File: src/design/core_pkg.sv
// core package with shared widths, opcodes, FSM states and commit record
package core_pkg;

  typedef logic [63:0] xlen_t;
  typedef logic [63:0] addr_t;
  typedef logic [31:0] inst_t;
  typedef logic [4:0]  reg_idx_t;

  // major opcodes of the supported subset
  localparam logic [6:0] OP_OP     = 7'h33;
  localparam logic [6:0] OP_IMM    = 7'h13;
  localparam logic [6:0] OP_LUI    = 7'h37;
  localparam logic [6:0] OP_BRANCH = 7'h63;
  localparam logic [6:0] OP_LOAD   = 7'h03;
  localparam logic [6:0] OP_STORE  = 7'h23;
  localparam logic [6:0] OP_TRAP   = 7'h6b;

  localparam inst_t PUTCH_WORD = 32'h0000_0007;
  localparam addr_t PC_START   = 64'h8000_0000;

  typedef enum logic [2:0] {
    CLS_ALU,
    CLS_LOAD,
    CLS_STORE,
    CLS_BRANCH,
    CLS_PUTCH,
    CLS_TRAP,
    CLS_ILLEGAL
  } op_class_e;

  typedef enum logic [2:0] {
    ST_FETCH,
    ST_DECODE,
    ST_EXECUTE,
    ST_MEMORY,
    ST_WRITEBACK,
    ST_HALT
  } ctrl_state_e;

  typedef struct packed {
    logic     valid;
    addr_t    pc;
    inst_t    inst;
    logic     wen;
    reg_idx_t rd;
    xlen_t    wdata;
  } commit_t;

  typedef struct packed {
    op_class_e  op_class;
    reg_idx_t   rs1;
    reg_idx_t   rs2;
    reg_idx_t   rd;
    xlen_t      imm;
    logic [2:0] funct3;
    logic       sub;
  } decode_t;

endpackage

File: src/design/core_control.sv
// instruction sequencer FSM holding the pc and instruction register
`timescale 1ns/1ns

module core_control (
  input  logic                clock_i,
  input  logic                reset_i,
  input  core_pkg::inst_t     imem_data_i,
  input  core_pkg::decode_t   dec_i,
  input  core_pkg::xlen_t     alu_result_i,
  input  logic                branch_taken_i,
  input  core_pkg::xlen_t     rs1_data_i,
  input  core_pkg::xlen_t     mem_rdata_i,
  output core_pkg::addr_t     imem_addr_o,
  output logic                reg_we_o,
  output core_pkg::xlen_t     reg_wdata_o,
  output logic                mem_we_o,
  output core_pkg::inst_t     inst_o,
  output core_pkg::commit_t   commit_o,
  output logic                putch_valid_o,
  output logic [7:0]          putch_ch_o,
  output logic                halt_o,
  output logic [7:0]          trap_code_o
);

  core_pkg::ctrl_state_e state_q;
  core_pkg::ctrl_state_e state_d;
  core_pkg::addr_t       pc_q;
  core_pkg::inst_t       inst_q;
  core_pkg::xlen_t       result_q;
  core_pkg::xlen_t       load_q;
  logic                  taken_q;
  logic [7:0]            a0_lo_q;
  logic [7:0]            trap_code_q;
  logic                  in_wb;
  logic                  is_trap;
  logic                  is_load;

  assign in_wb   = (state_q == core_pkg::ST_WRITEBACK);
  assign is_trap = (dec_i.op_class == core_pkg::CLS_TRAP);
  assign is_load = (dec_i.op_class == core_pkg::CLS_LOAD);

  always_comb begin
    state_d = state_q;
    case (state_q)
      core_pkg::ST_FETCH:  state_d = core_pkg::ST_DECODE;
      core_pkg::ST_DECODE: state_d = core_pkg::ST_EXECUTE;
      core_pkg::ST_EXECUTE: begin
        if (is_load || dec_i.op_class == core_pkg::CLS_STORE) begin
          state_d = core_pkg::ST_MEMORY;
        end else if (dec_i.op_class == core_pkg::CLS_ILLEGAL) begin
          state_d = core_pkg::ST_HALT;
        end else begin
          state_d = core_pkg::ST_WRITEBACK;
        end
      end
      core_pkg::ST_MEMORY:    state_d = core_pkg::ST_WRITEBACK;
      core_pkg::ST_WRITEBACK: state_d = is_trap ? core_pkg::ST_HALT : core_pkg::ST_FETCH;
      default:                state_d = core_pkg::ST_HALT;
    endcase
  end

  always_ff @(posedge clock_i) begin
    if (reset_i) begin
      state_q     <= core_pkg::ST_FETCH;
      pc_q        <= core_pkg::PC_START;
      trap_code_q <= '0;
    end else begin
      state_q <= state_d;
      if (in_wb && !is_trap) begin
        pc_q <= taken_q ? result_q : pc_q + 64'd4;
      end
      if (in_wb && is_trap) begin
        trap_code_q <= a0_lo_q;
      end
      // illegal word halts without a commit
      if (state_q == core_pkg::ST_EXECUTE && dec_i.op_class == core_pkg::CLS_ILLEGAL) begin
        trap_code_q <= 8'hff;
      end
    end
  end

  always_ff @(posedge clock_i) begin
    if (state_q == core_pkg::ST_DECODE) begin
      inst_q <= imem_data_i;
    end
    if (state_q == core_pkg::ST_EXECUTE) begin
      result_q <= alu_result_i;
      taken_q  <= branch_taken_i;
      a0_lo_q  <= rs1_data_i[7:0];
    end
    if (state_q == core_pkg::ST_MEMORY) begin
      load_q <= mem_rdata_i;
    end
  end

  assign imem_addr_o = pc_q;
  assign inst_o      = inst_q;
  assign reg_we_o    = in_wb && (dec_i.op_class == core_pkg::CLS_ALU || is_load)
                       && (dec_i.rd != '0);
  assign reg_wdata_o = is_load ? load_q : result_q;
  assign mem_we_o    = (state_q == core_pkg::ST_MEMORY)
                       && (dec_i.op_class == core_pkg::CLS_STORE);

  assign commit_o = '{
    valid: in_wb,
    pc:    pc_q,
    inst:  inst_q,
    wen:   reg_we_o,
    rd:    dec_i.rd,
    wdata: reg_wdata_o
  };

  assign putch_valid_o = in_wb && (dec_i.op_class == core_pkg::CLS_PUTCH);
  assign putch_ch_o    = a0_lo_q;
  assign halt_o        = (state_q == core_pkg::ST_HALT);
  assign trap_code_o   = trap_code_q;

endmodule

File: config.mk
export PLATFORM = sky130hd
export DESIGN_NAME = core_control
export DESIGN_NICKNAME = d
export VERILOG_FILES = /design/src/design/core_pkg.sv /design/src/design/core_control.sv
export SDC_FILE = /design/constraint.sdc
export NUM_CORES = 1
export LEC_CHECK = 0
export BUFFER_PORTS_ARGS = -buffer_cell sky130_fd_sc_hd__buf_4
export CORE_AREA = 2 2 259 261
export CTS_CLUSTER_DIAMETER = 30
export DETAILED_ROUTE_END_ITERATION = 7
export DIE_AREA = 0 0 261 263
export PLACE_DENSITY_LB_ADDON = 0.2
export SYNTH_ARGS = -nofsm -noshare
export SYNTH_HDL_FRONTEND = slang
export SYNTH_SLANG_ARGS = --single-unit
File: constraint.sdc
create_clock -name clock_i -period 9.1 [get_ports clock_i]
set_input_delay 0.91 -clock clock_i [delete_from_list [all_inputs] [get_ports clock_i]]
set_output_delay 0.91 -clock clock_i [all_outputs]
set_load 0.02 [all_outputs]
==> results of run 1 <==
## where the power goes
part           switching [mW]  leakage (nW)  internal (mW)  total [mW]
sequential             0.0508          2.15           1.26        1.31
clock                   0.768          1.21           1.74        2.51
combinational           0.255          3.74          0.194       0.449
## final cells by class
class | count | area (µm²) | area share [%]
flip-flops and latches | 244 | 6580 | 36.0
repair buffers | 539 | 4050 | 22.1
multi-input cells | 616 | 4030 | 22.1
clock buffers | 92 | 2070 | 11.3
well taps | 864 | 1080 | 5.91
clock inverters | 48 | 409 | 2.24
inverters | 16 | 60.1 | 0.329
diodes | 1 | 2.50 | 0.0137
## tightest hold or removal path, stage by stage, from the launching register on
cell and delay (ns):
sky130_fd_sc_hd__dfxtp_1 0.30, sky130_fd_sc_hd__nand2_1 0.05, sky130_fd_sc_hd__a31oi_1 0.07
## layout by cell type (no fill, tap or decap), types with 20 or more instances in the layout
cell type,n
sky130_fd_sc_hd__a31oi_1,37
sky130_fd_sc_hd__buf_4,539
sky130_fd_sc_hd__edfxtp_1,169
sky130_fd_sc_hd__o21ai_0,31
sky130_fd_sc_hd__nand4_1,34
sky130_fd_sc_hd__nor2_1,43
sky130_fd_sc_hd__nand2_1,82
sky130_fd_sc_hd__dfxtp_1,75
sky130_fd_sc_hd__nand3_1,37
sky130_fd_sc_hd__nor4_1,20
sky130_fd_sc_hd__mux2_2,64
sky130_fd_sc_hd__clkbuf_16,80
sky130_fd_sc_hd__nor3_1,31
sky130_fd_sc_hd__and3_1,22
sky130_fd_sc_hd__clkinv_2,21
sky130_fd_sc_hd__a21oi_1,46
## state kept, by name, indices dropped and copies added, names as in the netlist
register,flops
taken_q,1
putch_ch_o,8
load_q,64
imem_addr_o,64
result_q,64
inst_o,32
state_q,3
trap_code_o,8
## worst min-delay path by stage
stage / from / to / slack, ns
6_report: trap_code_o[3]$_SDFFE_PP0P_ / trap_code_o[3]$_SDFFE_PP0P_ / 0.48
5_1_grt: alu_result_i[30] / result_q[30]$_DFFE_PP_ / 0.44
4_1_cts: imem_data_i[8] / inst_o[8]$_DFFE_PP_ / 0.43
3_5_place_dp: trap_code_o[0]$_SDFFE_PP0P_ / trap_code_o[0]$_SDFFE_PP0P_ / 0.47
3_3_place_gp: trap_code_o[4]$_SDFFE_PP0P_ / trap_code_o[4]$_SDFFE_PP0P_ / 0.47
2_1_floorplan: result_q[0]$_DFFE_PP_ / imem_addr_o[0]$_SDFFE_PP0P_ / 0.49
## layer usage
layer,vias up,share of wire (%)
li1,4839,-
met1,5054,42
met2,459,48
met3,77,7.5
met4,0,2.2
met5,-,0
## metrics by stage
step           hold WS (ns)  area [µm²]  cells
2_1_floorplan         0.493       12100   1106
3_3_place_gp          0.466       15800   2279
3_5_place_dp          0.474       15800   2279
4_1_cts               0.430       18300   2419
5_1_grt               0.442       18300   2419
6_report              0.478       18300   2420
## cells by family (layout without fill, tap and decap cells)
group / Yosys count / count (layout) / share of synthesized area, %
and+or+nand+nor: 338 / 338 / 14.8
buffers and inverters: 246 / 695 / 13.0
DFF: 244 / 244 / 54.2
AOI/OAI and AO/OA: 204 / 204 / 11.2
muxes: 73 / 73 / 6.68
adders and majority gates: 1 / 1 / 0.103
other: 0 / 1 / 0
==> results.py, run 1 <==
metrics = {
    "sta": {
        "finalSetupViolations": 0,
        "setup_total_negative_slack_ns": 0,
        "final.min_clock_period_ns": 4.61,
        "max_slew_margin_pct": 27.1,
        "timing_max_transition_violations_final": 0,
        "final_min_period_over_clock_period_pct": 50.6,
        "fin_ws_ns": 4.49,
        "finalHoldViolations": 0,
        "fmax_mhz": 217,
        "finalClockSkew_ns": 0.0165,
        "actual_slew_at_the_worst_max_slew_pin_ns": 1.09,
        "grt_setup_unrepaired": "false",
    },
    "global_routing": {
        "grt_start_max_net_pins": 81,
        "met2_usage_in_global_routing_pct": 22.9,
        "via_count_of_the_first_global_routing_pass": 10400,
        "grt-busiest-layer": "met2",
        "gr-total-overflow": 0,
        "grt_pass1_wl_mm": 69.6,
        "globalRouteMet1Util_pct": 17.1,
        "grt_antenna_before_repair": 0,
        "grt.total_usage_pct": 13.8,
        "grt.met3_usage_pct": 3.76,
    },
    "setup_path": {
        "timing.critical_path.from_type": "input pin",
        "endpoint": "commit_o[36]",
        "critical_path.endpoint_type": "output pin",
        "timing.critical_path.slowest_cell_delay_ns": 0.95,
        "worst_ep_required_time_ns": 8.19,
        "crit_buf_inv": 3,
        "path_depth": 6,
        "worstSetupStartpoint": "dec_i[83]",
        "cp_top_family": "simple AND/OR/NAND/NOR gates",
        "criticalPathCategory": "in2out",
        "timing.reg2reg.setup_slack_ns": 5.48,
        "timing.rr.end": "imem_addr_o[58]$_SDFFE_PP0N_",
        "critPathSlowestCell": "sky130_fd_sc_hd__nor2b_4",
        "depth_of_the_worst_register_to_register_path": 5,
        "critical-path-top-cell-by-count": "sky130_fd_sc_hd__buf_4",
        "regToRegStartpoint": "imem_addr_o[7]$_SDFFE_PP0N_",
        "crit_path_max_fanout": 40,
        "cell_chain_critical_path": "buf_4, nor2b_1, nor2b_4, buf_4, mux2_2, buf_4",
        "worstPathArrival_ns": 3.70,
    },
    "synth": {
        "post_synth_most_frequent_cells": "sky130_fd_sc_hd__edfxtp_1, sky130_fd_sc_hd__buf_4, sky130_fd_sc_hd__nand2_1",
        "synth.top_cells.by_area": "sky130_fd_sc_hd__edfxtp_1, sky130_fd_sc_hd__dfxtp_1, sky130_fd_sc_hd__buf_4, sky130_fd_sc_hd__mux2_2, sky130_fd_sc_hd__nand2_1",
        "fraction_of_synthesis_flops_using_an_asynchronous_set_or_reset_pin_pct": 0,
        "netlist_area_mm2": 0.0121,
        "yosysTopAreaCellShare_pct": 41.8,
        "synthDominantAreaCellType": "sky130_fd_sc_hd__edfxtp_1",
        "ys_warn_count": 0,
        "synth-seq-area-share_pct": 54.2,
        "synth_enable_flop_cells": 169,
        "nets_in_the_synthesized_netlist": 1420,
        "synthFlopType": "sky130_fd_sc_hd__edfxtp_1",
        "synth.lib_cells_used.distinct": 65,
        "syn_avg_cell_area_um2": 11.0,
        "yosys.cell_count.top_type": "sky130_fd_sc_hd__edfxtp_1",
        "synth_seq_cells": 244,
        "synthesis.instances": 1106,
    },
    "route": {
        "via_count": 10400,
        "antenna_violating_nets_post_route": 0,
        "drt_pass1_iterations": 5,
        "vias_per_cell": 4.31,
        "route.detailed.drc": 0,
        "totalWireLength_mm": 49.6,
        "wire_length_per_cell_um": 20.5,
        "detail_route.iter0.violations": 567,
    },
    "final_layout": {
        "fillCellCount": 6952,
        "layout-area-overhead-vs-synth_pct": 50.6,
        "design.final.nets": 1808,
        "fraction_of_final_layout_cells_with_drive_strength_greater_than_1_pct": 47.7,
        "final_core_utilization_pct": 27.8,
    },
    "pwr": {
        "design_power_total_mw": 4.27,
        "vdd.ir_drop.worst_v": 0.000123,
        "power-per-cell-area_mw_per_mm2": 233,
        "p_leak_nw": 7.10,
    },
    "clocking": {
        "cts.repair_timing.setup_buffer_count": 0,
        "cts_hold_buffers": 0,
        "clock_sink_count": 244,
        "cts_repair_resize_count": 0,
        "cts_buffers": 77,
        "cts_tree": "yes",
        "clock_path_buffers": 3,
        "clock_latency_ns": 0.59,
        "cts.root.buffer_cell": "sky130_fd_sc_hd__clkbuf_16",
        "clk_pin_slew_worst_paths_ns": 0.04,
        "htree_levels": 3,
    },
    "job": {
        "timing.max_cap.violations": 0,
    },
    "place": {
        "portBuffers": 525,
        "dp_worst_setup_slack_ns": 4.36,
        "gp_routability_congestion": 0.751,
        "dp.final_hpwl_mm": 36.4,
    },
    "die": {
        "start_util_pct": 18.5,
        "die-width_um": 261,
        "placementRows": 94,
        "floorplan.die.height_um": 263,
        "io-pin-count": 660,
        "fp.dieArea_mm2": 0.0686,
        "core-area_mm2": 0.0656,
    },
    "min_path": {
        "timing.hold.worst.class": "reg2reg",
        "worst_hold_path.num_cells": 2,
    },
    "outcome": {
        "run_status": "finished clean",
    },
}
(Power assumes the default switching activity.)
==> run 2: changes to the inputs <==
--- a/config.mk
+++ b/config.mk
@@ -6,10 +6,10 @@
 export NUM_CORES = 1
 export LEC_CHECK = 0
 export BUFFER_PORTS_ARGS = -buffer_cell sky130_fd_sc_hd__buf_4
-export CORE_AREA = 2 2 259 261
+export CORE_AREA = 2 2 256 258
 export CTS_CLUSTER_DIAMETER = 30
 export DETAILED_ROUTE_END_ITERATION = 7
-export DIE_AREA = 0 0 261 263
+export DIE_AREA = 0 0 258 260
 export PLACE_DENSITY_LB_ADDON = 0.2
 export SYNTH_ARGS = -nofsm -noshare
 export SYNTH_HDL_FRONTEND = slang
==> constraint.sdc (replaced) <==
create_clock -name clock_i -period 4.1 [get_ports clock_i]
set_input_delay 0.41 -clock clock_i [delete_from_list [all_inputs] [get_ports clock_i]]
set_output_delay 0.41 -clock clock_i [all_outputs]
set_load 0.02 [all_outputs]
==> results.py, run 2 (synthesis results as in run 1) <==
metrics = {
    "outcome": {
        "run_status": "finished clean",
    },
    "sta": {
        "final_min_period_over_clock_period_pct": 70.8,
        "finalHoldViolations": 0,
        "timing_max_transition_violations_final": 0,
        "finalSetupViolations": 0,
        "fmax_mhz": 344,
        "finalClockSkew_ns": 0.0187,
        "setup_total_negative_slack_ns": 0,
        "final.min_clock_period_ns": 2.90,
        "grt_setup_unrepaired": "false",
        "max_slew_margin_pct": 38.2,
        "actual_slew_at_the_worst_max_slew_pin_ns": 0.925,
    },
    "place": {
        "dp.final_hpwl_mm": 36.9,
        "gp_routability_congestion": 0.762,
        "portBuffers": 525,
    },
    "route": {
        "wire_length_per_cell_um": 19.6,
        "detail_route.iter0.violations": 638,
        "route.detailed.drc": 0,
        "vias_per_cell": 4.31,
        "totalWireLength_mm": 50.7,
        "antenna_violating_nets_post_route": 0,
        "drt_pass1_iterations": 5,
        "via_count": 11200,
    },
    "min_path": {
        "timing.hold.worst.class": "in2reg",
    },
    "clocking": {
        "clock_sink_count": 244,
        "cts.root.buffer_cell": "sky130_fd_sc_hd__clkbuf_16",
        "clock_latency_ns": 0.58,
        "clk_pin_slew_worst_paths_ns": 0.04,
        "cts_hold_buffers": 165,
        "clock_path_buffers": 3,
        "cts.repair_timing.setup_buffer_count": 0,
        "htree_levels": 3,
        "cts_repair_resize_count": 0,
        "cts_buffers": 78,
        "cts_tree": "yes",
    },
    "pwr": {
        "vdd.ir_drop.worst_v": 0.000266,
        "p_leak_nw": 7.91,
        "design_power_total_mw": 10.0,
        "power-per-cell-area_mw_per_mm2": 497,
    },
    "final_layout": {
        "insertedDiodeCount": 0,
        "layout.cells.most_common": "sky130_fd_sc_hd__buf_4",
        "fraction_of_final_layout_cells_with_drive_strength_greater_than_1_pct": 42.9,
        "mostFrequentLayoutCells": "sky130_fd_sc_hd__buf_4, sky130_fd_sc_hd__edfxtp_1, sky130_fd_sc_hd__dlygate4sd3_1, sky130_fd_sc_hd__nand2_1, sky130_fd_sc_hd__clkbuf_16",
        "design.final.nets": 1985,
        "final_core_utilization_pct": 31.5,
        "layout-area-overhead-vs-synth_pct": 66.3,
        "fillCellCount": 6538,
    },
    "setup_path": {
        "cell_chain_critical_path": "nand4_1, nor4_1, nand4_1, or4_1, a31oi_1",
        "critical-path-top-cell-by-count": "sky130_fd_sc_hd__nand4_1",
        "timing.rr.end": "imem_addr_o[63]$_SDFFE_PP0N_",
        "worst_ep_required_time_ns": 4.59,
        "timing.critical_path.from_type": "flop",
        "endpoint": "imem_addr_o[63]$_SDFFE_PP0N_",
        "timing.critical_path.slowest_cell_delay_ns": 0.74,
        "criticalPathCategory": "reg2reg",
        "critPathSlowestCell": "sky130_fd_sc_hd__nor4_1",
        "worstSetupStartpoint": "imem_addr_o[44]$_SDFFE_PP0N_",
        "worstPathArrival_ns": 3.40,
        "regToRegStartpoint": "imem_addr_o[44]$_SDFFE_PP0N_",
        "crit_path_max_fanout": 9,
        "critical_path.endpoint_type": "flop",
        "timing.reg2reg.setup_slack_ns": 1.20,
        "depth_of_the_worst_register_to_register_path": 5,
    },
    "global_routing": {
        "grt_pass1_wl_mm": 72.5,
        "grt.total_usage_pct": 14.5,
        "via_count_of_the_first_global_routing_pass": 11200,
        "grt_antenna_before_repair": 3,
        "grt_start_max_net_pins": 67,
        "gr-total-overflow": 0,
    },
    "die": {
        "die-width_um": 258,
        "placementRows": 93,
        "start_util_pct": 18.9,
        "core-area_mm2": 0.0641,
        "fp.dieArea_mm2": 0.0671,
        "floorplan.die.height_um": 260,
        "io-pin-count": 660,
    },
    "job": {
        "timing.max_cap.violations": 0,
    },
}
-- run 2: metrics by stage --
stage,setup slack [ns],area [µm²],std cells,hold slack [ns]
finish,1.20,20200,2590,0.0425
global route,0.897,20200,2590,0.00634
CTS,1.12,20200,2590,0.00410
detailed placement,1.15,15900,2281,0.479
global placement,1.19,15900,2281,0.467
floorplan,0.217,12100,1106,0.493
-- run 2: final cells by class --
| cell class | instances | area [µm²] | share of cell area, % |
|---|---|---|---|
| Sequential cell | 244 | 6580 | 32.6 |
| Timing Repair Buffer | 715 | 5780 | 28.6 |
| Multi-Input combinational cell | 616 | 4050 | 20.1 |
| Clock buffer | 108 | 2180 | 10.8 |
| Tap cell | 855 | 1070 | 5.30 |
| Clock inverter | 36 | 468 | 2.32 |
| Inverter | 16 | 60.1 | 0.298 |
-- run 2: metal layers --
metal | global-route usage (%) | part of all wire (%)
met1 | 17.6 | 42
met2 | 24.6 | 49
met3 | 3.88 | 6.7
met4 | 5.19 | 2.8
met5 | 0 | 0.026
-- run 2: how the worst min path moves through the flow --
stage | start | cells after the start | slack, ns | end
3_3_place_gp | trap_code_o[6]$_SDFFE_PP0P_ | 2 | 0.47 | trap_code_o[6]$_SDFFE_PP0P_
2_1_floorplan | result_q[0]$_DFFE_PP_ | 2 | 0.49 | imem_addr_o[0]$_SDFFE_PP0P_
6_report | mem_rdata_i[35] | 1 | 0.04 | load_q[35]$_DFFE_PN_
3_5_place_dp | trap_code_o[7]$_SDFFE_PP0P_ | 2 | 0.48 | trap_code_o[7]$_SDFFE_PP0P_
5_1_grt | alu_result_i[26] | 1 | 0.006 | result_q[26]$_DFFE_PP_
4_1_cts | mem_rdata_i[35] | 1 | 0.004 | load_q[35]$_DFFE_PN_
-- run 2: power by group --
group          leakage, nW  total [mW]  internal [mW]  switching, mW
Sequential            2.15        2.91           2.80          0.116
Combinational         4.48        1.13          0.536          0.596
Clock                 1.28        5.98           4.33           1.65
Total                 7.91        10.0           7.67           2.36
-- run 2: worst max-delay path, delay by kind of cell (launching register included) --
| kind | cells | cell delay (ns) |
|---|---|---|
| AND/OR/NAND/NOR | 4 | 2.04 |
| flip-flops | 1 | 0.60 |
| AO/OA/AOI/OAI | 1 | 0.18 |
==> run 3: changes to the inputs <==
--- a/config.mk
+++ b/config.mk
@@ -5,11 +5,12 @@
 export SDC_FILE = /design/constraint.sdc
 export NUM_CORES = 1
 export LEC_CHECK = 0
+export ABC_AREA = 1
 export BUFFER_PORTS_ARGS = -buffer_cell sky130_fd_sc_hd__buf_4
-export CORE_AREA = 2 2 256 258
+export CORE_AREA = 2 2 260 262
 export CTS_CLUSTER_DIAMETER = 30
 export DETAILED_ROUTE_END_ITERATION = 7
-export DIE_AREA = 0 0 258 260
+export DIE_AREA = 0 0 262 264
 export PLACE_DENSITY_LB_ADDON = 0.2
 export SYNTH_ARGS = -nofsm -noshare
 export SYNTH_HDL_FRONTEND = slang
==> constraint.sdc (replaced) <==
create_clock -name clock_i -period 2.35 [get_ports clock_i]
set_input_delay 0.235 -clock clock_i [delete_from_list [all_inputs] [get_ports clock_i]]
set_output_delay 0.235 -clock clock_i [all_outputs]
set_load 0.02 [all_outputs]
==> results.py, run 3 <==
metrics = {
    "final_layout": {
        "fraction_of_final_layout_cells_with_drive_strength_greater_than_1_pct": 38.2,
        "insertedDiodeCount": 0,
        "design.final.nets": 2311,
        "layout-area-overhead-vs-synth_pct": 65.7,
        "mostFrequentLayoutCells": "sky130_fd_sc_hd__buf_4, sky130_fd_sc_hd__nand2_1, sky130_fd_sc_hd__dlygate4sd3_1, sky130_fd_sc_hd__edfxtp_1, sky130_fd_sc_hd__nor2_1",
        "layout.cells.most_common": "sky130_fd_sc_hd__buf_4",
    },
    "global_routing": {
        "grt_pass1_wl_mm": 74.2,
        "grt_start_max_net_pins": 93,
        "grt_antenna_before_repair": 0,
        "via_count_of_the_first_global_routing_pass": 11900,
        "gr-total-overflow": 0,
        "grt.total_usage_pct": 14.6,
    },
    "route": {
        "totalWireLength_mm": 52.4,
        "vias_per_cell": 4.02,
        "wire_length_per_cell_um": 17.9,
        "route.detailed.drc": 0,
        "via_count": 11800,
        "detail_route.iter0.violations": 634,
        "drt_pass1_iterations": 6,
        "antenna_violating_nets_post_route": 0,
    },
    "outcome": {
        "run_status": "finished clean",
    },
    "clocking": {
        "clock_sink_count": 244,
        "cts.root.buffer_cell": "sky130_fd_sc_hd__clkbuf_16",
        "clock_latency_ns": 0.59,
        "clock_path_buffers": 3,
        "cts.repair_timing.setup_buffer_count": 0,
        "cts_tree": "yes",
        "cts_buffers": 74,
        "clk_pin_slew_worst_paths_ns": 0.04,
        "htree_levels": 3,
    },
    "sta": {
        "timing_max_transition_violations_final": 0,
        "max_slew_margin_pct": 59.9,
        "final_min_period_over_clock_period_pct": 88.3,
        "final.min_clock_period_ns": 2.08,
        "actual_slew_at_the_worst_max_slew_pin_ns": 0.602,
        "fmax_mhz": 482,
        "setup_total_negative_slack_ns": 0,
        "whs_ns": 0.0885,
        "finalClockSkew_ns": 0.0203,
        "finalSetupViolations": 0,
        "finalHoldViolations": 0,
        "grt_setup_unrepaired": "false",
    },
    "die": {
        "core-area_mm2": 0.0666,
        "placementRows": 95,
        "die-width_um": 262,
        "floorplan.die.height_um": 264,
        "io-pin-count": 660,
        "start_util_pct": 18.8,
        "fp.dieArea_mm2": 0.0692,
    },
    "pwr": {
        "p_leak_nw": 8.55,
        "power-per-cell-area_mw_per_mm2": 855,
        "vdd.ir_drop.worst_v": 0.000373,
    },
    "synth": {
        "yosys.cell_count.top_type": "sky130_fd_sc_hd__nand2_1",
        "yosysTopAreaCellShare_pct": 40.5,
        "syn_avg_cell_area_um2": 9.06,
        "synthesis.instances": 1382,
        "synthDominantAreaCellType": "sky130_fd_sc_hd__edfxtp_1",
        "ys_warn_count": 0,
        "synth.top_cells.by_area": "sky130_fd_sc_hd__edfxtp_1, sky130_fd_sc_hd__dfxtp_1, sky130_fd_sc_hd__buf_4, sky130_fd_sc_hd__nand2_1, sky130_fd_sc_hd__a21oi_1",
        "synth-seq-area-share_pct": 52.5,
        "netlist_area_mm2": 0.0125,
        "synth_seq_cells": 244,
        "synth.lib_cells_used.distinct": 40,
        "synthFlopType": "sky130_fd_sc_hd__edfxtp_1",
        "fraction_of_synthesis_flops_using_an_asynchronous_set_or_reset_pin_pct": 0,
        "synth_enable_flop_cells": 169,
        "nets_in_the_synthesized_netlist": 1696,
        "post_synth_most_frequent_cells": "sky130_fd_sc_hd__nand2_1, sky130_fd_sc_hd__buf_4, sky130_fd_sc_hd__edfxtp_1",
    },
    "min_path": {
        "timing.hold.worst.class": "in2reg",
    },
    "place": {
        "gp_routability_congestion": 0.854,
        "portBuffers": 525,
        "dp.final_hpwl_mm": 40.2,
    },
    "setup_path": {
        "worstPathArrival_ns": 2.53,
        "crit_path_max_fanout": 4,
        "timing.reg2reg.setup_slack_ns": 0.27,
        "timing.critical_path.from_type": "flop",
        "worst_ep_required_time_ns": 2.80,
        "critical_path.endpoint_type": "flop",
        "criticalPathCategory": "reg2reg",
    },
    "job": {
        "timing.max_cap.violations": 0,
    },
}
==> run 3: changes by cell type after synthesis, moves of 31 or more <==
cell | before | now
sky130_fd_sc_hd__a21oi_1 | 47 | 129
sky130_fd_sc_hd__inv_1 | 15 | 108
sky130_fd_sc_hd__clkbuf_1 | 49 | 10
sky130_fd_sc_hd__nand3_1 | 37 | 70
sky130_fd_sc_hd__nand2_1 | 83 | 262
sky130_fd_sc_hd__nor2_1 | 45 | 160
sky130_fd_sc_hd__mux2_2 | 64 | 27
sky130_fd_sc_hd__nand4_1 | 34 | 3
==> run 3: cell families (layout without fill, tap and decap cells) <==
kind of cell    count (synthesis)  in the layout  share of synthesized area [%]
buf+inv                       327           1002                           15.5
simple gates                  571            571                           20.1
compound gates                210            210                           9.26
flops                         244            244                           52.5
fa+ha+maj                       1              1                         0.0999
mux                            27             27                           2.43
xor+xnor                        2              2                          0.140
==> run 3: metal layers <==
metal  part of all wire (%)  track usage, %
met5                      0               0
met4                    2.9            5.47
met3                    6.6            3.37
met2                     49            25.3
met1                     41            17.3
==> run 3: repair_timing <==
action / 4_1_cts / 5_1_grt
endpoints found under the setup margin: 0 / 2
gates resized for setup: 0 / 2
endpoints found under the hold margin: 169 / 0
hold buffers: 169 / 0
==> run 3: worst paths after layout <==
kind / depth (start not counted) / start / endpoint
hold reg to reg: 2 / trap_code_o[1]$_SDFFE_PP0P_ / trap_code_o[1]$_SDFFE_PP0P_
setup / recovery: 10 / imem_addr_o[2]$_SDFFE_PP0N_ / imem_addr_o[60]$_SDFFE_PP0N_
setup reg to reg: 10 / imem_addr_o[2]$_SDFFE_PP0N_ / imem_addr_o[60]$_SDFFE_PP0N_
hold / removal: 2 / reset_i / imem_addr_o[8]$_SDFFE_PP0N_
==> run 3: layout make-up <==
type | count | area [µm²]
multi-input combinational | 811 | 4030
sequential | 244 | 6580
inverter | 115 | 437
fill | 7041 | 45800
clock buffer | 88 | 1950
clock inverter | 48 | 546
tap | 873 | 1090
timing repair buffer | 751 | 6110
==> run 3: stage by stage <==
stage / cells / setup WS [ns] / util (%) / power [mW] / instance area (µm²)
global route: 2930 / 0.0605 / 31.2 / 18.5 / 20700
global placement: 2625 / 0.359 / 24.9 / 7.72 / 16600
floorplan: 1382 / 0.0798 / - / 6.69 / 12500
CTS: 2930 / 0.0128 / 31.2 / 18.0 / 20700
finish: 2930 / 0.275 / 31.2 / 17.7 / 20700
detailed placement: 2625 / 0.309 / 24.9 / 7.74 / 16600
==> run 3: worst max-delay path: stages, from the launching register on <==
cell                      delay (ns)
sky130_fd_sc_hd__dfxtp_1        0.37
sky130_fd_sc_hd__ha_1           0.20
sky130_fd_sc_hd__nand2_2        0.10
sky130_fd_sc_hd__nor2_4         0.17
sky130_fd_sc_hd__nand3_2        0.15
sky130_fd_sc_hd__inv_1          0.20
sky130_fd_sc_hd__nand2_1        0.23
sky130_fd_sc_hd__o21ai_0        0.23
sky130_fd_sc_hd__nand3_1        0.13
sky130_fd_sc_hd__nand2_1        0.08
sky130_fd_sc_hd__a21oi_1        0.05
==> run 3: power breakdown <==
group	total, mW	switching (mW)	internal (mW)	leakage, nW
Clock	9.88	2.93	6.95	1.19
Sequential	5.20	0.201	5.00	2.15
Combinational	2.66	1.51	1.15	5.21
Total	17.7	4.64	13.1	8.55
